$ cat config.mk
export PLATFORM = sky130hd
export DESIGN_NAME = slice_scheduler
export DESIGN_NICKNAME = d
export VERILOG_FILES = /design/src/logic/cpu_isa_pkg.sv /design/src/logic/cpu_ctrl_pkg.sv /design/src/logic/slice_scheduler.sv
export VERILOG_INCLUDE_DIRS = /design/src /design/src/include
export SDC_FILE = /design/constraint.sdc
export NUM_CORES = 1
export LEC_CHECK = 0
export BUFFER_PORTS_ARGS = -buffer_cell sky130_fd_sc_hd__buf_4
export CAP_MARGIN = 20
export CORE_MARGIN = 8
export CORE_UTILIZATION = 33
export DETAILED_ROUTE_END_ITERATION = 6
export PLACE_DENSITY_LB_ADDON = 0.1
export SLEW_MARGIN = 0
export SYNTH_ARGS = -nofsm -noshare
export SYNTH_HDL_FRONTEND = slang
export SYNTH_SLANG_ARGS = --single-unit
$ cat constraint.sdc
create_clock -name clka -period 1.9 [get_ports clka]
set_clock_uncertainty 0.15 [all_clocks]
set_input_delay 0.57 -clock clka [delete_from_list [all_inputs] [get_ports clka]]
set_output_delay 0.57 -clock clka [all_outputs]
set_load 0.005 [all_outputs]
$ cat src/include/cpu_defines.svh
`ifndef CPU_DEFINES_SVH
`define CPU_DEFINES_SVH

// datapath and memory widths
`define CPU_DATA_W 16     // data word
`define CPU_ADDR_W 10     // physical RAM address
`define CPU_REGION_W 8    // logical address inside one slot region

// process slots
`define CPU_NUM_TASKS 3   // up to 4 fit in the upper address bits
`define CPU_NUM_REGS 8    // registers per slot

// scheduling
`define CPU_SLICE_LEN 3   // retired instructions per slice
`define CPU_PROG_START 16 // logical start address of every program

`endif

$ cat src/logic/cpu_isa_pkg.sv
`default_nettype none
`include "cpu_defines.svh"

package cpu_isa_pkg;

  typedef logic [`CPU_DATA_W-1:0]   word_t;        // data and operand word
  typedef logic [`CPU_REGION_W-1:0] logic_addr_t;  // address seen by a process
  typedef logic [`CPU_ADDR_W-1:0]   phys_addr_t;   // RAM address
  typedef logic [$clog2(`CPU_NUM_REGS)-1:0] reg_idx_t;  // low bits of the register byte

  // high byte of the first instruction word
  typedef enum logic [7:0] {
    JMP       = 8'd1,  // pc = operand
    RAM2REG   = 8'd2,  // reg = ram[operand]
    REG2RAM   = 8'd3,  // ram[operand] = reg
    NUM2REG   = 8'd4,  // reg = operand
    REG_PLUS  = 8'd5,  // reg += operand
    REG_MINUS = 8'd6   // reg -= operand
  } opcode_e;

endpackage

`default_nettype wire

$ cat src/logic/cpu_ctrl_pkg.sv
`default_nettype none
`include "cpu_defines.svh"

package cpu_ctrl_pkg;

  // slot index fills the address bits above the logical region
  typedef logic [`CPU_ADDR_W-`CPU_REGION_W-1:0] task_idx_t;

  typedef enum logic [2:0] {
    FETCH_OP,   // opcode word address on the RAM
    LATCH_OP,   // capture opcode and register byte
    FETCH_ARG,  // operand word address on the RAM
    LATCH_ARG,  // capture operand, step pc
    EXEC,       // execute or start the data read
    LOAD_WAIT,  // data read in flight
    LOAD_DONE   // write loaded word to the register
  } seq_state_e;

endpackage

`default_nettype wire

$ cat src/logic/slice_scheduler.sv
`timescale 1ns/1ps
`default_nettype none
`include "cpu_defines.svh"

module slice_scheduler (
  input  logic                     clka,
  input  logic                     rst,
  input  logic                     inst_done,
  input  cpu_isa_pkg::logic_addr_t slot_pc      [`CPU_NUM_TASKS],
  input  cpu_isa_pkg::word_t       slot_rd_data [`CPU_NUM_TASKS],
  output cpu_ctrl_pkg::task_idx_t  cur_task,
  output cpu_isa_pkg::logic_addr_t cur_pc,
  output cpu_isa_pkg::word_t       cur_rd_data
);
  import cpu_ctrl_pkg::*;

  localparam int unsigned CNT_W = $clog2(`CPU_SLICE_LEN + 1);

  logic [CNT_W-1:0] slice_cnt;  // instructions retired in this slice
  logic             slice_end;

  assign slice_end = inst_done && (slice_cnt == CNT_W'(`CPU_SLICE_LEN - 1));

  always_ff @(posedge clka) begin
    if (!rst) begin
      slice_cnt <= '0;
      cur_task  <= '0;
    end else if (slice_end) begin
      slice_cnt <= '0;
      if (cur_task == task_idx_t'(`CPU_NUM_TASKS - 1)) begin
        cur_task <= '0;  // back to the first slot
      end else begin
        cur_task <= cur_task + task_idx_t'(1);
      end
    end else if (inst_done) begin
      slice_cnt <= slice_cnt + CNT_W'(1);
    end
  end

  // read-back of the active slot
  assign cur_pc      = slot_pc[cur_task];
  assign cur_rd_data = slot_rd_data[cur_task];

endmodule

`default_nettype wire

==> results.yml <==
yosys:
  yosysWarnings: 0
  synth_fp_nets: 153
  async_flop_share_pct: 0
  syn_inst: 77
  avgSynthCellArea_um2: 10.7
  yosysSeqAreaShare_pct: 9.73
  synthesis.area_um2: 823
  synth_seq_cells: 4
  yosysUniqueCellTypes: 20
  synth_edf_count: 0
  synthFlopType: "dfxtp_1"
power:
  p_leak_nw: 0.805
  ir_worst_vdd_uv: 207
  power_mw: 0.499
  p_per_area_nw_per_um2: 281
floorplanning:
  die-area_um2: 4350
  io_pins: 101
  die_y_um: 66.0
  die_w_um: 66.0
  fp-row-count: 18
  core_um2: 2410
  initial_utilization_pct: 34.2
flow_run:
  drv_cap: 0
worst_setup_path:
  crit_chain: "buf_12 > buf_4 > mux2i_1 > o2bb2ai_2 > buf_4"
  cpPeakStageDelay_ns: 0.34
  start_kind: "flop"
  path_class: "flop to primary output"
  cp.arrival_ns: 1.36
  slowest_stage: "dfxtp_2"
  crit_family: "buffers and inverters"
  cp_num_cells: 5
  worstPathMaxFanout: 12
  reg2reg_depth: 4
  critPathRequiredTime_ns: 1.18
  path_common_cell: "buf_4"
  critPathBufInv: 3
  cp-end-kind: "primary output"
placed_design:
  numPortBuffers: 100
  dp_slack_ns: 0.0789
  hpwl_mm: 2.92
  gp_congestion: 0.796
sta:
  rsz0062_at_grt: "true"
  setup_violations: 24
  drv_slew: 0
  post-route-period-util_pct: 110
  finalWorstSetupSlack_ns: -0.181
  hold_viol: 0
  timing.fmax_ghz: 0.481
  max_slew.worst_pin.slew_ns: 0.362
  fin_crit_ns: 2.08
  whs_ns: 0.350
  slew_headroom_pct: 75.8
clocking:
  clock_latency_ns: 0.24
  path_clk_slew_ns: 0.04
  cts_buffers: 3
  htreeDepth: 1
  cts_num_sinks: 4
  root_buffer: "clkbuf_4"
  clockBufferDepth: 2
  cts_tree: "yes"
  postCtsHoldBufs: 0
drt:
  drc: 0
  ant_nets: 0
  vias: 1101
  firstDrtPassIters: 4
  drtIter0Drc: 22
  routed_wl_mm: 4.15
  via_per_inst: 5.07
  routedWlPerCell_um: 19.1
grt:
  grt_start_max_net_pins: 29
  grt.total_usage_pct: 17.3
  grt_pass1_wl_mm: 5.90
  overflow: 0
  grt_pass1_vias: 1239
  grt_antenna_before_repair: 0
final_layout:
  drive_above_1_share_pct: 74.9
  areaGrowthSynthToFinish_pct: 116
  nets: 265
  diodes: 0
outcome:
  status: "finished with violations"
  violations: "negative setup slack"
worst_hold_path:
  min_path_cells: 2
  worst_hold_path_type: "flop to flop"
-- per-layer routing --
layer,vias to the layer above,part of all wire [%],track usage (%)
met1,484,34,15.4
met4,0,4.7,10.7
met3,12,9.4,6.61
li1,530,-,-
met5,-,0,0
met2,75,52,32.0
-- per-stage QoR --
stage	cell area [um^2]	cells	util (%)	TNS, ns
final	1780	217	73.8	-3.33
after global routing	1780	217	73.8	-4.93
after CTS	1740	217	72.2	-3.17
after detailed placement	1560	202	64.7	0
after global placement	1560	202	64.7	0
after floorplan	823	77	-	0
-- path summary, 6_finish.rpt --
check | startpoint | to | slack [ns]
worst min-delay path | slice_cnt[0]$_SDFFE_PP0P_ | slice_cnt[0]$_SDFFE_PP0P_ | 0.35
worst max-delay path | cur_task[0]$_SDFFE_PN0P_ | cur_rd_data[14] | -0.18
worst max register to register | slice_cnt[0]$_SDFFE_PP0P_ | slice_cnt[1]$_SDFFE_PP0P_ | 0.45
worst min register to register | slice_cnt[0]$_SDFFE_PP0P_ | slice_cnt[0]$_SDFFE_PP0P_ | 0.35
-- cell type report --
cell class | instances | area [um^2]
timing repair buffer | 116 | 952
multi-input combinational | 62 | 677
fill | 176 | 632
sequential | 4 | 81.3
tap | 30 | 37.5
clock buffer | 3 | 22.5
inverter | 2 | 7.51
-- placed cells by master, fill, tap and decap left out --
master     Yosys  routed
a21oi_1        3       3
o2bb2ai_2     10      14
buf_6          3       1
buf_4          0     110
nand2b_1       2       2
clkbuf_4       0       3
buf_16         0       2
dfxtp_1        4       3
mux2i_4        0       1
or3b_1         2       2
mux2i_1       24      20
o21a_1         1       1
buf_12         1       3
dfxtp_2        0       1
ha_1           1       1
nor4bb_1       1       1
a21boi_0       1       1
o2bb2ai_1     14      10
a21bo_2        1       1
nor2b_4        1       1
inv_1          2       2
nand4b_1       1       1
mux2i_2        0       3
-- Yosys cell counts (all sizes together) (2+ instances only) --
master | n | share of area [%]
a21oi | 3 | 1.8
buf | 8 | 13
dfxtp | 4 | 9.7
inv | 2 | 0.91
mux2i | 24 | 29
nand2b | 2 | 1.5
o2bb2ai | 24 | 33
or3b | 2 | 2.1
-- flip-flops by register name, summed over array words and instances, names as in the netlist --
signal     flops
cur_task       2
slice_cnt      2
-- worst register-to-register path, cell delays in order, from the launching register on --
cell and delay [ns]:
dfxtp_1 0.34, inv_1 0.05, ha_1 0.28, or3b_1 0.37, a21oi_1 0.17
-- repair_timing --
action / 4_1_cts / 5_1_grt
resized for setup: 6 / 7
cloned: 2 / 0
setup buffers: 10 / 0
endpoints found under the setup margin: 24 / 24
-- kinds of logic (layout without fill, tap and decap cells) --
family / count (synthesis) / in the layout / share of synthesized area [%]
buffers and inverters: 11 / 121 / 14.0
multiplexers: 24 / 24 / 29.2
AND/OR/NAND/NOR: 7 / 7 / 7.60
flip-flops: 4 / 4 / 9.73
AO/OA/AOI/OAI: 30 / 30 / 38.0
adder cells (fa/ha/maj): 1 / 1 / 1.52
-- report_power, final --
part / switching (mW) / leakage, nW / internal, mW
registers: 0.00329 / 0.0331 / 0.0889
clock network: 0.0358 / 0.0138 / 0.0707
logic: 0.0987 / 0.758 / 0.202
total: 0.138 / 0.805 / 0.361
(Power assumes the default switching activity.)
