**src/include/cpu_defines.svh**
```systemverilog
`ifndef CPU_DEFINES_SVH
`define CPU_DEFINES_SVH

// datapath and memory widths
`define CPU_DATA_W 16     // data word
`define CPU_ADDR_W 10     // physical RAM address
`define CPU_REGION_W 8    // logical address inside one slot region

// process slots
`define CPU_NUM_TASKS 3   // up to 4 fit in the upper address bits
`define CPU_NUM_REGS 8    // registers per slot

// scheduling
`define CPU_SLICE_LEN 3   // retired instructions per slice
`define CPU_PROG_START 16 // logical start address of every program

`endif

```
**src/logic/cpu_isa_pkg.sv**
```systemverilog
`default_nettype none
`include "cpu_defines.svh"

package cpu_isa_pkg;

  typedef logic [`CPU_DATA_W-1:0]   word_t;        // data and operand word
  typedef logic [`CPU_REGION_W-1:0] logic_addr_t;  // address seen by a process
  typedef logic [`CPU_ADDR_W-1:0]   phys_addr_t;   // RAM address
  typedef logic [$clog2(`CPU_NUM_REGS)-1:0] reg_idx_t;  // low bits of the register byte

  // high byte of the first instruction word
  typedef enum logic [7:0] {
    JMP       = 8'd1,  // pc = operand
    RAM2REG   = 8'd2,  // reg = ram[operand]
    REG2RAM   = 8'd3,  // ram[operand] = reg
    NUM2REG   = 8'd4,  // reg = operand
    REG_PLUS  = 8'd5,  // reg += operand
    REG_MINUS = 8'd6   // reg -= operand
  } opcode_e;

endpackage

`default_nettype wire

```
**src/logic/cpu_ctrl_pkg.sv**
```systemverilog
`default_nettype none
`include "cpu_defines.svh"

package cpu_ctrl_pkg;

  // slot index fills the address bits above the logical region
  typedef logic [`CPU_ADDR_W-`CPU_REGION_W-1:0] task_idx_t;

  typedef enum logic [2:0] {
    FETCH_OP,   // opcode word address on the RAM
    LATCH_OP,   // capture opcode and register byte
    FETCH_ARG,  // operand word address on the RAM
    LATCH_ARG,  // capture operand, step pc
    EXEC,       // execute or start the data read
    LOAD_WAIT,  // data read in flight
    LOAD_DONE   // write loaded word to the register
  } seq_state_e;

endpackage

`default_nettype wire

```
**src/logic/ctx_wr_if.sv**
```systemverilog
`timescale 1ns/1ps
`default_nettype none

// broadcast from the sequencer to every slot, only the active slot takes it
interface ctx_wr_if;
  import cpu_isa_pkg::*;

  logic        reg_we;   // one-cycle strobe
  reg_idx_t    wr_reg;
  word_t       wr_data;
  logic        pc_we;    // one-cycle strobe
  logic_addr_t pc_data;
  reg_idx_t    rd_reg;   // level, selects the read-back register

  modport seq (output reg_we, wr_reg, wr_data, pc_we, pc_data, rd_reg);
  modport ctx (input reg_we, wr_reg, wr_data, pc_we, pc_data, rd_reg);

endinterface

`default_nettype wire

```
**src/logic/task_context.sv**
```systemverilog
`timescale 1ns/1ps
`default_nettype none
`include "cpu_defines.svh"

module task_context #(
  parameter int unsigned slot_id = 0
) (
  input  logic                     clka,
  input  logic                     rst,
  ctx_wr_if.ctx                    wr,
  input  cpu_ctrl_pkg::task_idx_t  cur_task,
  output cpu_isa_pkg::logic_addr_t pc,
  output cpu_isa_pkg::word_t       rd_data
);
  import cpu_isa_pkg::*;
  import cpu_ctrl_pkg::*;

  word_t regs [`CPU_NUM_REGS];
  logic  active;

  assign active = (cur_task == task_idx_t'(slot_id));

  always_ff @(posedge clka) begin
    if (!rst) begin
      pc <= logic_addr_t'(`CPU_PROG_START);
      for (int i = 0; i < `CPU_NUM_REGS; i++) begin
        regs[i] <= '0;
      end
    end else if (active) begin  // idle slots keep their state
      if (wr.pc_we) begin
        pc <= wr.pc_data;
      end
      if (wr.reg_we) begin
        regs[wr.wr_reg] <= wr.wr_data;
      end
    end
  end

  assign rd_data = regs[wr.rd_reg];

endmodule

`default_nettype wire

```
**src/flat_wrapper.sv**
```systemverilog
// flat-port wrapper written by rule: the top's interface ports become plain ports
module task_context_flat import cpu_isa_pkg::*; import cpu_ctrl_pkg::*;
#(
  parameter int unsigned slot_id = 0
)
  (clka, rst, cur_task, pc, rd_data, wr_reg_we, wr_wr_reg, wr_wr_data, wr_pc_we, wr_pc_data, wr_rd_reg);
  ctx_wr_if wr_i ();
  input  logic clka;
  input  logic rst;
  input  cpu_ctrl_pkg::task_idx_t cur_task;
  output cpu_isa_pkg::logic_addr_t pc;
  output cpu_isa_pkg::word_t rd_data;
  input wire logic [$bits(wr_i.reg_we)-1:0] wr_reg_we;
  input wire logic [$bits(wr_i.wr_reg)-1:0] wr_wr_reg;
  input wire logic [$bits(wr_i.wr_data)-1:0] wr_wr_data;
  input wire logic [$bits(wr_i.pc_we)-1:0] wr_pc_we;
  input wire logic [$bits(wr_i.pc_data)-1:0] wr_pc_data;
  input wire logic [$bits(wr_i.rd_reg)-1:0] wr_rd_reg;
  assign wr_i.reg_we = wr_reg_we;
  assign wr_i.wr_reg = wr_wr_reg;
  assign wr_i.wr_data = wr_wr_data;
  assign wr_i.pc_we = wr_pc_we;
  assign wr_i.pc_data = wr_pc_data;
  assign wr_i.rd_reg = wr_rd_reg;
  task_context #(.slot_id(slot_id)) u_core (.clka(clka), .rst(rst), .wr(wr_i), .cur_task(cur_task), .pc(pc), .rd_data(rd_data));
endmodule
```
**config.mk**
```make
export PLATFORM = sky130hd
export DESIGN_NAME = task_context_flat
export DESIGN_NICKNAME = d
export VERILOG_FILES = /design/src/logic/cpu_isa_pkg.sv /design/src/logic/cpu_ctrl_pkg.sv /design/src/logic/ctx_wr_if.sv /design/src/logic/task_context.sv /design/src/flat_wrapper.sv
export VERILOG_INCLUDE_DIRS = /design/src /design/src/include
export SDC_FILE = /design/constraint.sdc
export NUM_CORES = 1
export LEC_CHECK = 0
export BUFFER_PORTS_ARGS = -buffer_cell sky130_fd_sc_hd__clkbuf_2
export CAP_MARGIN = 20
export CORE_MARGIN = 4
export CORE_UTILIZATION = 63
export DETAILED_ROUTE_END_ITERATION = 6
export PLACE_DENSITY = 0.89
export SLEW_MARGIN = 20
export SYNTH_ARGS = -nofsm -noshare
export SYNTH_HDL_FRONTEND = slang
export SYNTH_SLANG_ARGS = --single-unit
```
**constraint.sdc**
```tcl
create_clock -name clka -period 3.45 [get_ports clka]
set_clock_uncertainty 0.15 [all_clocks]
set_input_delay 0.69 -clock clka [delete_from_list [all_inputs] [get_ports clka]]
set_output_delay 0.69 -clock clka [all_outputs]
set_load 0.005 [all_outputs]
```
==> results of run 1 <==
[kinds of logic (layout without fill, tap and decap cells)]
logic type / after synthesis / count (layout) / synth area share [%]
buf+inv: 21 / 116 / 1.74
flops: 136 / 136 / 64.9
mux: 56 / 56 / 15.9
simple gates: 155 / 155 / 17.5
[metal layers]
layer	routed length, um	track usage [%]	share of wire (%)
met5	0	0	0
met3	994	6.02	7.2
met2	7320	45.2	53
met4	235	7.76	1.7
met1	5230	33.1	38
[worst min path at each step]
stage                  start            to  slack (ns)  cells past startpoint
2_1_floorplan   u_core.pc[4]  u_core.pc[4]        0.32                      2
3_3_place_gp    u_core.pc[4]  u_core.pc[4]        0.30                      2
3_5_place_dp    u_core.pc[4]  u_core.pc[4]        0.33                      2
4_1_cts        wr_pc_data[4]  u_core.pc[4]        0.25                      3
5_1_grt        wr_pc_data[4]  u_core.pc[4]        0.26                      3
6_report       wr_pc_data[4]  u_core.pc[4]        0.26                      3
[metrics by stage]
| stage | utilization [%] | cell area [um^2] | hold slack [ns] | instances | total power (W) |
|---|---|---|---|---|---|
| 2_1_floorplan | - | 6170 | 0.316 | 368 | 0.00210 |
| 3_3_place_gp | 71.8 | 6730 | 0.303 | 560 | 0.00222 |
| 3_5_place_dp | 71.8 | 6730 | 0.333 | 560 | 0.00223 |
| 4_1_cts | 78.2 | 7330 | 0.247 | 592 | 0.00405 |
| 5_1_grt | 78.2 | 7330 | 0.262 | 592 | 0.00416 |
| 6_report | 78.2 | 7330 | 0.260 | 592 | 0.00404 |
[worst max-delay path, stage by stage]
cell,delay [ns]
clkbuf_2,0.34
buf_4,0.30
mux4_2,0.36
mux2_2,0.28
clkbuf_2,0.11
[area by class of cell]
class	instances	area [um^2]
clock buffer	18	418
multi-input combinational	211	2060
clock inverter	14	180
tap	129	161
timing repair buffer	83	500
sequential	136	4000
inverter	1	6.26
fill	517	2040
[report_power, final]
group	switching [W]	total, W	internal, W
logic	0.000146	0.000288	0.000141
clock network	0.000669	0.00183	0.00117
registers	0.0000295	0.00192	0.00189
[sequential cells by signal, summed over array words and instances (netlist names)]
signal,count
u_core.regs,128
u_core.pc,8
[Yosys cell counts]
library cell,count
buf_2,9
nand2_1,2
buf_1,1
nand2b_1,8
nand4bb_1,1
nor4b_4,4
mux2i_1,8
mux2_2,16
buf_4,4
nor3_2,2
edfxtp_1,128
dfxtp_1,8
mux4_2,32
clkbuf_1,6
nor4_4,2
inv_4,1
and2_1,128
nor3b_1,1
nor2b_1,7
==> key figures, run 1 <==
Timing
  – Fin crit share: 84.9%
  – Final slew viol count: 0
  – Setup_tns: 0 ns
  – Tightest Pin Transition: 0.580 ns
  – Tmin final: 2.93 ns
  – Final Hold Viols: 0
  – Worst rel slew slack: 61.3%
  – Unrepaired setup endpoints after global routing: no
  – Setup ws final: 0.520 ns
  – Final Setup Violations: 0
  – Max Clock Freq: 341 MHz

Final layout
  – Layout area overhead: 18.8%
  – Post-layout nets: 486
  – Commonest non-fill, non-tap cells in the layout: 128 x and2_1, 128 x edfxtp_1, 59 x clkbuf_2
  – Layout cells sized above 1: 36.3%
  – N_diodes: 0

Routing
  – Routed vias/inst: 5.99
  – Remaining DRCs: 0
  – Final WL: 13800 um
  – Drt wl/cell: 23.3 um
  – Routed Antenna Nets: 0
  – First-pass detailed-route iteration total: 5
  – Initial DRC Count: 332
  – DR vias: 3545

Pwr
  – Power density cells: 551 nW/um^2
  – Leakage: 2.71 nW
  – Max VDD drop: 0.380 mV

Clock tree
  – Total CTS buffers: 17
  – Total number of H-tree levels: 4
  – CTS Root Cell: clkbuf_8
  – Insertion delay to the later sink of the worst-skew pair: 0.51 ns
  – Clk buf depth: 2
  – Post-CTS setup buffers: 0
  – Post-CTS Resized: 0
  – CTS clk-pin slew, worst paths: 0.06 ns
  – Post-CTS Hold Buffers: 0
  – # clock sinks: 136
  – CTS tree: done

Synthesis
  – Synthesized net count: 404
  – Yosys cell types: 19
  – Largest area contributor in the synthesized netlist: edfxtp_1
  – Mapped Cells: 368
  – Synth area leaders: edfxtp_1 62%, and2_1 13%, mux4_2 12%
  – Register area share after synthesis: 64.9%
  – Register bit total from synthesis: 136
  – Yosys top cell area share: 62.3%
  – Yosys Warn Count: 0
  – Syn Area/Cell: 16.8 um^2
  – Synth Cell Area: 6170 um^2

Floorplanning
  – Starting Density: 65.8%
  – Chip Height: 107 um
  – Core Region: 9370 um^2
  – Cell row count: 35
  – Die area: 11400 um^2
  – Num ports: 60
  – Die Wd: 107 um

Critical path
  – Critical Path Start Type: input port
  – Critical Path End: rd_data[5]
  – Worst Path Arrival: 2.09 ns
  – RR Endpoint: u_core.pc[4]
  – Critical R2R Launch: u_core.pc[4]
  – Worst Setup SP: wr_rd_reg[2]
  – R2r worst-path depth: 2
  – Data required, critical path: 2.61 ns
  – Worst-path maximum fanout: 13
  – Crit. End Element: primary output
  – Setup CP Type: in2out
  – R2r setup slk: 2.67 ns

Placement
  – Routability cong.: 0.756
  – Setup Slack @ Placement: 0.529 ns
  – Dpl hpwl: 8190 um
  – Buffers added on ports: 59

Min path
  – Min-Delay Path Class: in2reg

Flow run
  – Max cap viols: 0

Global routing
  – Vias in the first global route: 3780
  – Overflow after GRT: 0
  – Initial antenna violation count: 0
  – All-layer global routing usage: 26.1%
  – Global-route wire length before repair: 21500 um
  – Pin count of the biggest net entering global routing: 33

Run status
  – Status: completed
No activity file was read; power rests on OpenSTA's default activity.
==> run 2: changes to the inputs <==
--- a/config.mk
+++ b/config.mk
@@ -9,9 +9,9 @@
 export BUFFER_PORTS_ARGS = -buffer_cell sky130_fd_sc_hd__clkbuf_2
 export CAP_MARGIN = 20
 export CORE_MARGIN = 4
-export CORE_UTILIZATION = 63
+export CORE_UTILIZATION = 59
 export DETAILED_ROUTE_END_ITERATION = 6
-export PLACE_DENSITY = 0.89
+export PLACE_DENSITY = 0.85
 export SLEW_MARGIN = 20
 export SYNTH_ARGS = -nofsm -noshare
 export SYNTH_HDL_FRONTEND = slang
==> constraint.sdc (replaced) <==
create_clock -name clka -period 2.81 [get_ports clka]
set_clock_uncertainty 0.15 [all_clocks]
set_input_delay 0.562 -clock clka [delete_from_list [all_inputs] [get_ports clka]]
set_output_delay 0.562 -clock clka [all_outputs]
set_load 0.005 [all_outputs]
==> run 2 against run 1 <==
Effect of this change:
- worst setup slack lost 0.29 ns
- highest routed layer unchanged
- via count fell by 5.5%
- largest power group unchanged
- final cell count up 0.84%
- wire length fell by 7.4%
==> key figures, run 2 (synthesis gave the netlist of run 1 again) <==
Run status
  – Status: completed

Critical path
  – R2r worst-path depth: 2 (unchanged)
  – Worst Setup SP: wr_rd_reg[0]
  – CP most frequent cell: clkbuf_2
  – Crit path max-delay family: multiplexers
  – Critical R2R Launch: u_core.pc[6]
  – Worst Path Arrival: 1.87 ns (-0.22 ns)
  – Worst path bufs/invs: 3 (unchanged)
  – Setup CP Type: in2out
  – Critical-path cell list: clkbuf_2 > buf_12 > mux4_2 > mux2_2 > clkbuf_2
  – Worst-path maximum fanout: 14 (+1)
  – R2r setup slk: 2.04 ns (-0.63 ns)
  – Slowest stage delay, CP: 0.53 ns (+0.17 ns)
  – RR Endpoint: u_core.pc[6]
  – CP max stage cell: mux4_2
  – Data required, critical path: 2.10 ns (-0.51 ns)
  – Crit. End Element: primary output
  – Critical Path Start Type: input port

Pwr
  – Leakage: 2.70 nW (-0.30%)
  – Power, Total: 0.00480 W (+19%)
  – Max VDD drop: 0.444 mV (+17%)
  – Power density cells: 656 nW/um^2 (+19%)

Global routing
  – Vias in the first global route: 3754 (-0.69%)
  – Grt met1 use: 29.2% (-3.9 points)
  – Initial antenna violation count: 0 (unchanged)
  – All-layer global routing usage: 23.2% (-2.9 points)
  – Layer with the highest usage: met2
  – Pin count of the biggest net entering global routing: 33 (unchanged)
  – Global-route wire length before repair: 19900 um (-7.4%)
  – Met2 global-route usage: 39.9% (-5.2 points)
  – M3 GR Usage: 6.76% (+0.74 points)
  – Overflow after GRT: 0 (unchanged)

Timing
  – Final Hold Viols: 0 (unchanged)
  – Setup_tns: 0 ns (unchanged)
  – Min Hold Slack: 0.118 ns (-0.142 ns)
  – Tightest Pin Transition: 0.534 ns (-0.0461 ns)
  – Unrepaired setup endpoints after global routing: no
  – Fin crit share: 91.9%
  – Tmin final: 2.58 ns
  – Max Clock Freq: 387 MHz
  – Final slew viol count: 0 (unchanged)
  – Worst rel slew slack: 64.4% (+3.1 points)
  – Final Setup Violations: 0 (unchanged)

Flow run
  – Max cap viols: 0 (unchanged)

Final layout
  – Max reg flops: 128 (unchanged)
  – Top reg by flops: u_core.regs
  – Commonest non-fill, non-tap cells in the layout: 128 x and2_1, 128 x edfxtp_1, 59 x clkbuf_2
  – N_diodes: 0 (unchanged)
  – Layout cells sized above 1: 36.0% (-0.28 points)
  – Final instance area: 7310 um^2 (-0.26%)
  – Top Registers: u_core.regs x128, u_core.pc x8
  – Post-layout nets: 484 (-0.41%)
  – Layout area overhead: 18.5%

Routing
  – Routed Antenna Nets: 0 (unchanged)
  – Remaining DRCs: 0 (unchanged)
  – First-pass detailed-route iteration total: 5 (unchanged)
  – Drt wl/cell: 21.4 um (-8.2%)
  – Final WL: 12800 um (-7.4%)
  – DR vias: 3349 (-5.5%)
  – Initial DRC Count: 315 (-5.1%)
  – Routed vias/inst: 5.61 (-6.3%)

Placement
  – Buffers added on ports: 59 (unchanged)
  – Routability cong.: 0.788 (+4.3%)
  – Dpl hpwl: 7690 um (-6.2%)
  – Post-DP Area: 6740 um^2 (about the same)

Floorplanning
  – Chip Height: 110 um (+3.1%)
  – Starting Density: 60.0% (-5.8 points)
  – Die area: 12200 um^2 (+6.3%)
  – Num ports: 60 (unchanged)
  – Cell row count: 37 (+5.7%)
  – Die Wd: 110 um (+3.1%)
  – Core Region: 10300 um^2 (+9.7%)

Min path
  – Worst hold path endpoint: u_core.pc[4]
  – Min-Delay Path Class: in2reg
  – Hold Crit Depth: 3 (unchanged)
  – Hold path start: wr_pc_data[4]

Clock tree
  – Post-CTS Resized: 0 (unchanged)
  – CTS tree: done
  – Clk buf depth: 2 (unchanged)
  – Total CTS buffers: 17 (unchanged)
  – CTS clk-pin slew, worst paths: 0.06 ns (about the same)
  – Post-CTS setup buffers: 0 (unchanged)
  – Total number of H-tree levels: 4 (unchanged)
  – CTS Root Cell: clkbuf_8
  – # clock sinks: 136 (unchanged)
  – Post-CTS Hold Buffers: 0 (unchanged)
  – Insertion delay to the later sink of the worst-skew pair: 0.51 ns (about the same)
## run 2: worst register-to-register path, stage by stage (launching register included)
cell and delay [ns]:
dfxtp_1 0.31, mux2i_1 0.14, nor2b_1 0.06
## run 2: cell type report
class                   count  area (um^2)
multi-input cells         211         2060
clock buffers              27          546
flip-flops and latches    136         4000
inverters                   1         6.26
fillers                   655         2970
clock inverters             5         27.5
well taps                 136          170
repair buffers             81          498
## run 2: per-stage QoR
step	cells	setup WS, ns	util (%)
global route	597	0.172	71.1
detailed placement	565	0.219	65.6
floorplan	368	0.314	-
CTS	597	0.214	71.1
global placement	565	0.226	65.6
finish	597	0.227	71.1
## run 2: worst max-delay path by stage
| stage | end | cells past startpoint | slack (ns) |
|---|---|---|---|
| after floorplan | rd_data[0] | 4 | 0.31 |
| after global placement | rd_data[4] | 5 | 0.23 |
| after detailed placement | rd_data[4] | 5 | 0.22 |
| after CTS | rd_data[13] | 5 | 0.21 |
| after global routing | rd_data[2] | 5 | 0.17 |
| final | rd_data[13] | 5 | 0.23 |
## run 2: metal layers
layer	vias up	routed length [um]
li1	1531	-
met1	1659	4700
met2	140	6900
met3	19	1020
met4	0	147
met5	-	0
## run 2: where the power goes
| group | internal [W] | total [W] | switching [W] |
|---|---|---|---|
| logic | 0.000174 | 0.000343 | 0.000169 |
| clock network | 0.00131 | 0.00210 | 0.000790 |
| registers | 0.00232 | 0.00235 | 0.0000332 |
| total | 0.00380 | 0.00480 | 0.000992 |
