File: config.mk
export PLATFORM = sky130hd
export DESIGN_NAME = inst_sequencer_flat
export DESIGN_NICKNAME = d
export VERILOG_FILES = /design/src/logic/cpu_isa_pkg.sv /design/src/logic/cpu_ctrl_pkg.sv /design/src/logic/ctx_wr_if.sv /design/src/logic/inst_sequencer.sv /design/src/flat_wrapper.sv
export VERILOG_INCLUDE_DIRS = /design/src /design/src/include
export SDC_FILE = /design/constraint.sdc
export NUM_CORES = 1
export LEC_CHECK = 0
export ABC_AREA = 1
export BUFFER_PORTS_ARGS = -buffer_cell sky130_fd_sc_hd__buf_2
export CAP_MARGIN = 20
export CELL_PAD_IN_SITES_DETAIL_PLACEMENT = 1
export CELL_PAD_IN_SITES_GLOBAL_PLACEMENT = 2
export CORE_AREA = 2 2 122 124
export CTS_CLUSTER_DIAMETER = 120
export DETAILED_ROUTE_END_ITERATION = 12
export DIE_AREA = 0 0 124 126
export GPL_ROUTABILITY_DRIVEN = 1
export GPL_TIMING_DRIVEN = 0
export PLACE_DENSITY = 0.74
export SLEW_MARGIN = 5
export SYNTH_ARGS = -nofsm -noshare
export SYNTH_HDL_FRONTEND = slang
export SYNTH_SLANG_ARGS = --single-unit
File: constraint.sdc
create_clock -name clka -period 3.04 [get_ports clka]
set_input_delay 0.608 -clock clka [delete_from_list [all_inputs] [get_ports clka]]
set_output_delay 0.608 -clock clka [all_outputs]
set_load 0.1 [all_outputs]
File: src/include/cpu_defines.svh
`ifndef CPU_DEFINES_SVH
`define CPU_DEFINES_SVH

// datapath and memory widths
`define CPU_DATA_W 16     // data word
`define CPU_ADDR_W 10     // physical RAM address
`define CPU_REGION_W 8    // logical address inside one slot region

// process slots
`define CPU_NUM_TASKS 3   // up to 4 fit in the upper address bits
`define CPU_NUM_REGS 8    // registers per slot

// scheduling
`define CPU_SLICE_LEN 3   // retired instructions per slice
`define CPU_PROG_START 16 // logical start address of every program

`endif

File: src/logic/cpu_isa_pkg.sv
`default_nettype none
`include "cpu_defines.svh"

package cpu_isa_pkg;

  typedef logic [`CPU_DATA_W-1:0]   word_t;        // data and operand word
  typedef logic [`CPU_REGION_W-1:0] logic_addr_t;  // address seen by a process
  typedef logic [`CPU_ADDR_W-1:0]   phys_addr_t;   // RAM address
  typedef logic [$clog2(`CPU_NUM_REGS)-1:0] reg_idx_t;  // low bits of the register byte

  // high byte of the first instruction word
  typedef enum logic [7:0] {
    JMP       = 8'd1,  // pc = operand
    RAM2REG   = 8'd2,  // reg = ram[operand]
    REG2RAM   = 8'd3,  // ram[operand] = reg
    NUM2REG   = 8'd4,  // reg = operand
    REG_PLUS  = 8'd5,  // reg += operand
    REG_MINUS = 8'd6   // reg -= operand
  } opcode_e;

endpackage

`default_nettype wire

File: src/logic/cpu_ctrl_pkg.sv
`default_nettype none
`include "cpu_defines.svh"

package cpu_ctrl_pkg;

  // slot index fills the address bits above the logical region
  typedef logic [`CPU_ADDR_W-`CPU_REGION_W-1:0] task_idx_t;

  typedef enum logic [2:0] {
    FETCH_OP,   // opcode word address on the RAM
    LATCH_OP,   // capture opcode and register byte
    FETCH_ARG,  // operand word address on the RAM
    LATCH_ARG,  // capture operand, step pc
    EXEC,       // execute or start the data read
    LOAD_WAIT,  // data read in flight
    LOAD_DONE   // write loaded word to the register
  } seq_state_e;

endpackage

`default_nettype wire

File: src/logic/ctx_wr_if.sv
`timescale 1ns/1ps
`default_nettype none

// broadcast from the sequencer to every slot, only the active slot takes it
interface ctx_wr_if;
  import cpu_isa_pkg::*;

  logic        reg_we;   // one-cycle strobe
  reg_idx_t    wr_reg;
  word_t       wr_data;
  logic        pc_we;    // one-cycle strobe
  logic_addr_t pc_data;
  reg_idx_t    rd_reg;   // level, selects the read-back register

  modport seq (output reg_we, wr_reg, wr_data, pc_we, pc_data, rd_reg);
  modport ctx (input reg_we, wr_reg, wr_data, pc_we, pc_data, rd_reg);

endinterface

`default_nettype wire

File: src/logic/inst_sequencer.sv
`timescale 1ns/1ps
`default_nettype none

module inst_sequencer (
  input  logic                     clka,
  input  logic                     rst,
  input  logic                     run,
  input  cpu_ctrl_pkg::task_idx_t  cur_task,
  input  cpu_isa_pkg::logic_addr_t cur_pc,
  input  cpu_isa_pkg::word_t       cur_rd_data,
  output cpu_isa_pkg::phys_addr_t  rd_addr,
  input  cpu_isa_pkg::word_t       rd_data,
  output logic                     mem_we,
  output cpu_isa_pkg::phys_addr_t  mem_addr,
  output cpu_isa_pkg::word_t       mem_wdata,
  output logic                     inst_done,
  ctx_wr_if.seq                    wr
);
  import cpu_isa_pkg::*;
  import cpu_ctrl_pkg::*;

  seq_state_e  state;
  opcode_e     op_q;       // may hold an unlisted value, retired as no-op
  reg_idx_t    reg_q;
  word_t       arg_q;
  logic_addr_t arg_pc;
  phys_addr_t  data_addr;

  assign arg_pc    = cur_pc + logic_addr_t'(1);
  assign data_addr = {cur_task, logic_addr_t'(arg_q)};  // slot region + logical address

  always_ff @(posedge clka) begin
    if (!rst) begin
      state <= FETCH_OP;
    end else begin
      case (state)
        FETCH_OP:  if (run) state <= LATCH_OP;
        LATCH_OP:  state <= FETCH_ARG;
        FETCH_ARG: state <= LATCH_ARG;
        LATCH_ARG: state <= EXEC;
        EXEC:      state <= (op_q == RAM2REG) ? LOAD_WAIT : FETCH_OP;
        LOAD_WAIT: state <= LOAD_DONE;
        default:   state <= FETCH_OP;
      endcase
    end
  end

  always_ff @(posedge clka) begin
    if (state == LATCH_OP) begin
      op_q  <= opcode_e'(rd_data[15:8]);
      reg_q <= reg_idx_t'(rd_data[7:0]);  // register byte truncated
    end
    if (state == LATCH_ARG) begin
      arg_q <= rd_data;
    end
  end

  // read address, held through LOAD_WAIT so the word is still there in LOAD_DONE
  always_comb begin
    case (state)
      FETCH_ARG:       rd_addr = {cur_task, arg_pc};
      EXEC, LOAD_WAIT: rd_addr = data_addr;
      default:         rd_addr = {cur_task, cur_pc};
    endcase
  end

  always_comb begin
    wr.reg_we  = 1'b0;
    wr.wr_reg  = reg_q;
    wr.wr_data = arg_q;
    wr.pc_we   = 1'b0;
    wr.pc_data = cur_pc + logic_addr_t'(2);  // next instruction
    wr.rd_reg  = reg_q;
    mem_we     = 1'b0;
    inst_done  = 1'b0;
    case (state)
      LATCH_ARG: wr.pc_we = 1'b1;
      EXEC: begin
        inst_done = (op_q != RAM2REG);
        case (op_q)
          JMP: begin
            wr.pc_we   = 1'b1;
            wr.pc_data = logic_addr_t'(arg_q);  // overrides the step from LATCH_ARG
          end
          NUM2REG:  wr.reg_we = 1'b1;
          REG_PLUS: begin
            wr.reg_we  = 1'b1;
            wr.wr_data = cur_rd_data + arg_q;
          end
          REG_MINUS: begin
            wr.reg_we  = 1'b1;
            wr.wr_data = cur_rd_data - arg_q;  // wraps below 0
          end
          REG2RAM:  mem_we = 1'b1;
          default:  ;
        endcase
      end
      LOAD_DONE: begin
        wr.reg_we  = 1'b1;
        wr.wr_data = rd_data;
        inst_done  = 1'b1;
      end
      default: ;
    endcase
  end

  assign mem_addr  = data_addr;
  assign mem_wdata = cur_rd_data;  // rd_reg selects the source register

endmodule

`default_nettype wire

File: src/flat_wrapper.sv
// flat-port wrapper written by rule: the top's interface ports become plain ports
module inst_sequencer_flat import cpu_isa_pkg::*; import cpu_ctrl_pkg::*;
  (clka, rst, run, cur_task, cur_pc, cur_rd_data, rd_addr, rd_data, mem_we, mem_addr, mem_wdata, inst_done, wr_reg_we, wr_wr_reg, wr_wr_data, wr_pc_we, wr_pc_data, wr_rd_reg);
  ctx_wr_if wr_i ();
  input  logic clka;
  input  logic rst;
  input  logic run;
  input  cpu_ctrl_pkg::task_idx_t cur_task;
  input  cpu_isa_pkg::logic_addr_t cur_pc;
  input  cpu_isa_pkg::word_t cur_rd_data;
  output cpu_isa_pkg::phys_addr_t rd_addr;
  input  cpu_isa_pkg::word_t rd_data;
  output logic mem_we;
  output cpu_isa_pkg::phys_addr_t mem_addr;
  output cpu_isa_pkg::word_t mem_wdata;
  output logic inst_done;
  output wire logic [$bits(wr_i.reg_we)-1:0] wr_reg_we;
  output wire logic [$bits(wr_i.wr_reg)-1:0] wr_wr_reg;
  output wire logic [$bits(wr_i.wr_data)-1:0] wr_wr_data;
  output wire logic [$bits(wr_i.pc_we)-1:0] wr_pc_we;
  output wire logic [$bits(wr_i.pc_data)-1:0] wr_pc_data;
  output wire logic [$bits(wr_i.rd_reg)-1:0] wr_rd_reg;
  assign wr_reg_we = wr_i.reg_we;
  assign wr_wr_reg = wr_i.wr_reg;
  assign wr_wr_data = wr_i.wr_data;
  assign wr_pc_we = wr_i.pc_we;
  assign wr_pc_data = wr_i.pc_data;
  assign wr_rd_reg = wr_i.rd_reg;
  inst_sequencer u_core (.clka(clka), .rst(rst), .run(run), .cur_task(cur_task), .cur_pc(cur_pc), .cur_rd_data(cur_rd_data), .rd_addr(rd_addr), .rd_data(rd_data), .mem_we(mem_we), .mem_addr(mem_addr), .mem_wdata(mem_wdata), .inst_done(inst_done), .wr(wr_i));
endmodule
==> reports/qor.yml, run 1 <==
ir_worst_vdd_mv: 0.266
cp-start-kind: "flop"
grt_pass1_wl_mm: 20.7
grt_use_met1: 0.214
hp-class: "in -> reg"
root_buffer: "clkbuf_16"
design.die.area_um2: 15600
clkPwrFrac: 0.237
nNetsFinal: 743
vias: 3965
hold_buffers: 0
routed_wl_mm: 13.6
fp.dieW_um: 124
grt_max_degree: 17
gp_congestion: 0.839
drt_iter0_drc: 101
fmax_ghz: 0.270
rrSetupSlack_ns: 1.21
cp-end-kind: "primary output"
start_util: 0.245
synth_seq_cells: 30
coreArea_um2: 14300
mostFrequentLayoutCells: "buf_2 (92), nand2_1 (89), buf_4 (71), inv_1 (68), nand2_2 (34)"
clock_sink_count: 30
overflow: 0
worstMarginPinSlew_ns: 0.838
drive_above_1_share: 0.522
ios: 115
p_leak_nw: 2.70
drcViolationCount: 0
busiest_layer: "met2"
crit_arrival_ns: 3.09
critPathMaxStageDelay_ns: 0.41
max_slew_margin: 0.441
final_common_cell: "buf_2"
port_buffers: 112
path_cells: "inv_2 -> ha_4 -> nand4_1 -> o31ai_2 -> xor2_1 -> ha_1 -> buf_6 -> buf_6 -> nand2_4 -> nor2_2 -> nand3_1 -> nand3_1 -> nand2_1 -> nand3_1 -> nand2_2 -> nand2_4 -> buf_12"
antenna_left: 0
pwr_density_cell_nw_per_um2: 355
run_status: "complete, but fails checks"
fillCellCount: 1759
ctsLongestPathBuffers: 2
hpwl_mm: 10.4
finClkSkew_ns: 0.00297
syn_area_per_cell_um2: 6.81
finalWorstSetupSlack_ns: -0.661
min_period_ns: 3.70
crit_type: "reg -> out"
top_register: "u_core.arg_q"
clk_latency_ns: 0.28
synth_area_um2: 3510
cts_tree: "done"
power_mw: 2.02
numCtsBuffers: 5
dpl-instance-area_um2: 4480
largest_register_ffs: 16
maxCapViolCount: 0
timing.final.crit_share: 1.22
reg_top3: "u_core.arg_q: 16 flops, u_core.op_q: 8 flops"
h-tree-depth: 2
hold_viol: 0
grt_pass1_vias: 4122
hold_slack_ns: 0.524
viasPerCell: 4.59
n_antenna_cell: 0
power_switching_share: 0.473
netlist-cell-type-count: 39
yosysSeqAreaShare: 0.248
final_max_slew_viol_count: 0
stdcell_area_um2: 5700
syn_nets: 579
violations: "setup timing"
rsz0062_at_grt: "yes"
use_met2: 0.311
use_met3: 0.0154
power_frac_comb: 0.516
p_switching_mw: 0.957
seqCellArea_um2: 871
yosysWarnings: 0
antenna_found_initial: 0
fp-row-count: 44
setup_viol_count_final: 15
synthCells: 515
p_seq_frac: 0.246
groute.usage.overall: 0.171
critical_path.slowest_cell: "edfxtp_1"
first_pass_iters: 4
multiInputGateArea_um2: 2680
crit_top_cell: "nand3_1"
worstPathMaxFanout: 3
path_clk_slew_ns: 0.05
area_growth_pct: 62.4
dieHeight_um: 126
required_ns: 2.43
wire_per_inst_um: 15.7
p_int_mw: 1.07
[power by group through the flow]
stage	Sequential (mW)	Combinational, mW	Clock, mW
final	0.499	1.04	0.480
after global routing	0.502	1.10	0.508
after CTS	0.498	0.975	0.491
after detailed placement	0.511	0.871	0
after global placement	0.509	0.858	0
after floorplan	0.529	0.678	0
[area by class of cell]
class,instances,area share
Buffer,39,0.0538
Clock buffer,5,0.0220
Clock inverter,3,0.00286
Inverter,86,0.0567
Multi-Input combinational cell,360,0.471
Sequential cell,30,0.153
Tap cell,184,0.0404
Timing Repair Buffer,157,0.200
[logic make-up (layout without fill, tap and decap cells)]
family	after synthesis	count (layout)	synth area share
fa+ha+maj	19	19	0.0699
xor+xnor	21	21	0.0524
compound gates	87	87	0.161
buf+inv	125	290	0.177
simple gates	233	233	0.292
flops	30	30	0.248
[cells in the mapped netlist, drive strengths merged]
master	n	area [um2]
nor2	39	173
nand2	139	529
o31ai	5	37.5
nand3	39	195
buf	38	293
nand4	5	46.3
nand3b	1	7.51
a31oi	1	6.26
inv	86	323
o21a	1	7.51
o21bai	2	15.0
dfxtp	3	60.1
o221ai	7	61.3
o21ai	27	169
xor2	21	184
ha	18	225
o41ai	1	8.76
nor4	2	27.5
and2	1	6.26
or2	3	18.8
edfxtp	27	811
o211ai	12	100
fa	1	20.0
nor3	4	20.0
clkbuf	1	3.75
a21oi	31	159
[metrics by stage]
step            util  std cells  worst slack (ns)  TNS (ns)
6_report       0.398        864            -0.661     -7.08
5_1_grt        0.398        864            -0.836     -9.52
4_1_cts        0.371        850            -0.608     -6.76
3_5_place_dp   0.313        811             -1.14     -9.31
3_3_place_gp   0.313        811             -1.09     -8.84
2_1_floorplan      -        515            -0.329     -1.79
[worst paths after layout]
path	start	to	depth (start not counted)
hold / removal	rd_data[3]	u_core.arg_q[3]	1
hold reg to reg	u_core.state[1]	u_core.state[1]	2
setup / recovery	u_core.arg_q[0]	wr_wr_data[12]	17
setup reg to reg	u_core.state[0]	u_core.op_q[5]	4
[layer usage]
metal	vias to the layer above	wire length (um)	part of all wire
met1	1891	5940	0.44
met3	13	366	0.027
li1	1983	-	-
met5	-	0	0
met2	78	7040	0.52
met4	0	205	0.015
[timing repair]
action / in CTS / in global routing
setup buffers: 30 / 13
pin swaps: 44 / 53
setup endpoints to repair: 15 / 19
cloned: 1 / 0
gates resized for setup: 126 / 63
[critical path, delay by kind of cell (launching register included)]
family	cells	cell delay [ns]
simple gates	9	0.84
buf+inv	4	0.52
fa+ha+maj	2	0.46
flops	1	0.41
compound gates	1	0.31
xor+xnor	1	0.27
No activity file was read; power rests on OpenSTA's default activity.
==> run 2, diff against run 1 <==
--- a/config.mk
+++ b/config.mk
@@ -6,18 +6,19 @@
 export SDC_FILE = /design/constraint.sdc
 export NUM_CORES = 1
 export LEC_CHECK = 0
-export ABC_AREA = 1
+export ABC_AREA = 0
 export BUFFER_PORTS_ARGS = -buffer_cell sky130_fd_sc_hd__buf_2
 export CAP_MARGIN = 20
 export CELL_PAD_IN_SITES_DETAIL_PLACEMENT = 1
 export CELL_PAD_IN_SITES_GLOBAL_PLACEMENT = 2
-export CORE_AREA = 2 2 122 124
+export CORE_AREA = 2 2 112 114
+export CTS_BUF_LIST = sky130_fd_sc_hd__clkbuf_2 sky130_fd_sc_hd__clkbuf_4 sky130_fd_sc_hd__clkbuf_8
 export CTS_CLUSTER_DIAMETER = 120
 export DETAILED_ROUTE_END_ITERATION = 12
-export DIE_AREA = 0 0 124 126
+export DIE_AREA = 0 0 114 116
 export GPL_ROUTABILITY_DRIVEN = 1
 export GPL_TIMING_DRIVEN = 0
-export PLACE_DENSITY = 0.74
+export PLACE_DENSITY = 0.75
 export SLEW_MARGIN = 5
 export SYNTH_ARGS = -nofsm -noshare
 export SYNTH_HDL_FRONTEND = slang
==> run 2 against run 1 <==
The run still ends with setup timing left. Routed wire length fell by 10%. Core utilization increased by 4.3 points. Flip-flop and latch count stayed put. Register-to-register slack got worse by 0.25 ns. Global-route usage grew 0.57 points. Die area down 15%. Maximum frequency is 11% lower. Via count decreased by 17%. Critical path type unchanged. Largest power group unchanged.
==> reports/qor.yml, run 2 <==
run_status: "complete, but fails checks"
violations: "setup timing"
synthArstFlopShare: 0  # unchanged
synth_top_area_frac: 0.266  # +0.0352
critPathMaxStageDelay_ns: 0.42  # about the same
top_register: "u_core.arg_q"
cp-start-kind: "flop"
drive_above_1_share: 0.553  # +0.0311
synth_edf_count: 27  # unchanged
groute.usage.overall: 0.176  # +0.00572
design.die.area_um2: 13200  # -15%
ir_worst_vdd_mv: 0.147  # -45%
syn_area_per_cell_um2: 8.34  # +22%
ys_top_cells_by_area: "edfxtp_1 (27%), buf_4 (7.6%), ha_1 (7.4%)"
grt_pass1_wl_mm: 18.2  # -12%
critical_path.slowest_cell: "a221oi_4"
stdcell_count: 664  # -23%
clock_sink_count: 30  # unchanged
final_common_cell: "buf_2"
min_period_ns: 4.16  # +0.458 ns
timing.final.crit_share: 1.37  # +0.151
fp.dieW_um: 114  # -8.1%
dr_wl_met3_um: 573  # +57%
yosysSeqAreaShare: 0.286  # +0.0378
final_util: 0.441  # +0.0426
wire_per_inst_um: 18.4  # +17%
coreArea_um2: 11900  # -17%
root_buffer: "clkbuf_8"
first_pass_iters: 4  # unchanged
drcViolationCount: 0  # unchanged
final_max_slew_viol_count: 0  # unchanged
setup_viol_count_final: 15  # unchanged
hp-class: "in -> reg"
synth_common_cells: "nor2_1 (37), a21oi_1 (32), nand2_1 (32)"
numCtsBuffers: 5  # unchanged
dieHeight_um: 116  # -7.9%
ctsLongestPathBuffers: 2  # unchanged
dpl-instance-area_um2: 4170  # -7.0%
synthMostInstantiatedCell: "nor2_1"
routed.top_layer: "met4"
synth_area_um2: 3040  # -13%
mostFrequentLayoutCells: "buf_2 (83), buf_4 (60), nand2_1 (28), edfxtp_1 (27), nor2_1 (26)"
antenna_left: 0  # unchanged
routed_wl_mm: 12.2  # -10%
overflow: 0  # unchanged
clk_latency_ns: 0.29  # about the same
area_growth_pct: 72.4
stdcell_area_um2: 5250  # -7.9%
fin_tns_setup_ns: -12.60  # -5.52 ns
hpwl_mm: 9.10  # -12%
place_inst: 624  # -23%
grt_max_degree: 17  # unchanged
required_ns: 2.43  # about the same
port_buffers: 111  # -0.89%
synth_ff_type: "edfxtp_1"
ios: 115  # unchanged
synth_seq_cells: 30  # unchanged
drt_iter0_drc: 127  # +26%
fmax_ghz: 0.240  # -11%
synthCells: 365  # -29%
hold_viol: 0  # unchanged
fp-row-count: 40  # -9.1%
gp_congestion: 0.817  # -2.6%
h-tree-depth: 2  # unchanged
yosysTopAreaCell: "edfxtp_1"
p_leak_nw: 2.21  # -18%
crit_arrival_ns: 3.55  # +0.46 ns
dr_wl_met2_mm: 6.43  # -8.7%
path_cells: "nor4_4 -> nand3b_1 -> nor2_4 -> a21oi_1 -> xnor2_1 -> ha_2 -> and3_4 -> a221oi_4 -> buf_4 -> xor2_2 -> a21oi_2 -> o22a_4 -> buf_12"
netlist-cell-type-count: 53  # +36%
pwr_density_cell_nw_per_um2: 318  # -11%
path_delay_family: "simple AND/OR/NAND/NOR gates"
yosysWarnings: 0  # unchanged
syn_nets: 429  # -26%
largest_register_ffs: 16  # unchanged
reg_top3: "u_core.arg_q: 16 flops, u_core.op_q: 8 flops"
nNetsFinal: 580  # -22%
vias: 3296  # -17%
antenna_found_initial: 0  # unchanged
finalWorstSetupSlack_ns: -1.12  # -0.458 ns
cp-end-kind: "primary output"
n_antenna_cell: 0  # unchanged
wl_met1_mm: 5.11  # -14%
rsz0062_at_grt: "yes"
viasPerCell: 4.96  # +8.2%
worstPathMaxFanout: 5  # +2
grt_pass1_vias: 3362  # -18%
crit_type: "reg -> out"
finClkSkew_ns: 0.00481  # +0.00184 ns
path_clk_slew_ns: 0.07  # +0.02 ns
maxCapViolCount: 0  # unchanged
fillCellCount: 1339  # -24%
start_util: 0.256  # +0.0105
worstMarginPinSlew_ns: 0.951  # +0.113 ns
cts_tree: "done"
max_slew_margin: 0.365  # -0.0759
crit_buf_inv: 2  # -2
[run 2: changes by cell type after synthesis, sizes merged, moves of 8 or more]
cell	delta
clkbuf	+11
nand2	-107
nand3	-33
o22ai	+9
o211ai	-9
nand2b	+8
xnor2	+18
inv	-75
a22oi	+8
nor2b	+12
[run 2: area by class of cell]
cell class | instances | area [um2] | area share
multi-input cells | 281 | 2520 | 0.481
repair buffers | 147 | 1230 | 0.234
flip-flops and latches | 30 | 871 | 0.166
plain buffers | 40 | 315 | 0.0601
well taps | 147 | 184 | 0.0351
clock buffers | 6 | 76.3 | 0.0145
inverters | 11 | 41.3 | 0.00787
clock inverters | 2 | 8.76 | 0.00167
[run 2: repair_timing]
item / CTS / global route
setup endpoints to repair: 26 / 29
hold buffers: 0 / 0
hold endpoints to repair: 0 / 0
pin swaps: 28 / 14
buffers inserted: 27 / 10
gates resized for setup: 137 / 47
[run 2: stage by stage]
| step | hold slack (ns) | worst slack, ns | total power, mW |
|---|---|---|---|
| global route | 0.520 | -1.35 | 1.73 |
| CTS | 0.514 | -1.14 | 1.64 |
| global placement | 0.597 | -1.46 | 1.22 |
| detailed placement | 0.607 | -1.46 | 1.23 |
| finish | 0.526 | -1.12 | 1.67 |
| floorplan | 0.550 | -1.09 | 1.09 |
[run 2: kinds of logic (layout without fill, tap and decap cells)]
| group | after synthesis | count (layout) | share of synthesized area |
|---|---|---|---|
| simple gates | 121 | 121 | 0.206 |
| compound gates | 105 | 105 | 0.217 |
| fa+ha+maj | 19 | 19 | 0.0806 |
| mux | 3 | 3 | 0.0107 |
| xor+xnor | 33 | 33 | 0.0949 |
| buf+inv | 54 | 206 | 0.105 |
| flops | 30 | 30 | 0.286 |
[run 2: worst paths after layout]
path                   startpoint                  end  slack, ns  cells after the start
setup reg to reg  u_core.state[1]  u_core.wr.rd_reg[2]       0.96                      3
hold / removal         rd_data[0]  u_core.wr.rd_reg[0]       0.53                      1
setup / recovery   u_core.op_q[5]        wr_wr_data[6]      -1.12                     13
hold reg to reg   u_core.state[2]      u_core.state[2]       0.63                      2
[run 2: layer usage]
| layer | up-vias | track usage |
|---|---|---|
| met3 | 8 | 0.0298 |
| met4 | 0 | 0.0309 |
| met5 | - | 0 |
| met2 | 93 | 0.324 |
| met1 | 1595 | 0.220 |
| li1 | 1600 | - |
[run 2: power by group]
part           switching [mW]  internal, mW
Sequential             0.0205         0.469
Combinational           0.587         0.262
Clock                   0.163         0.166
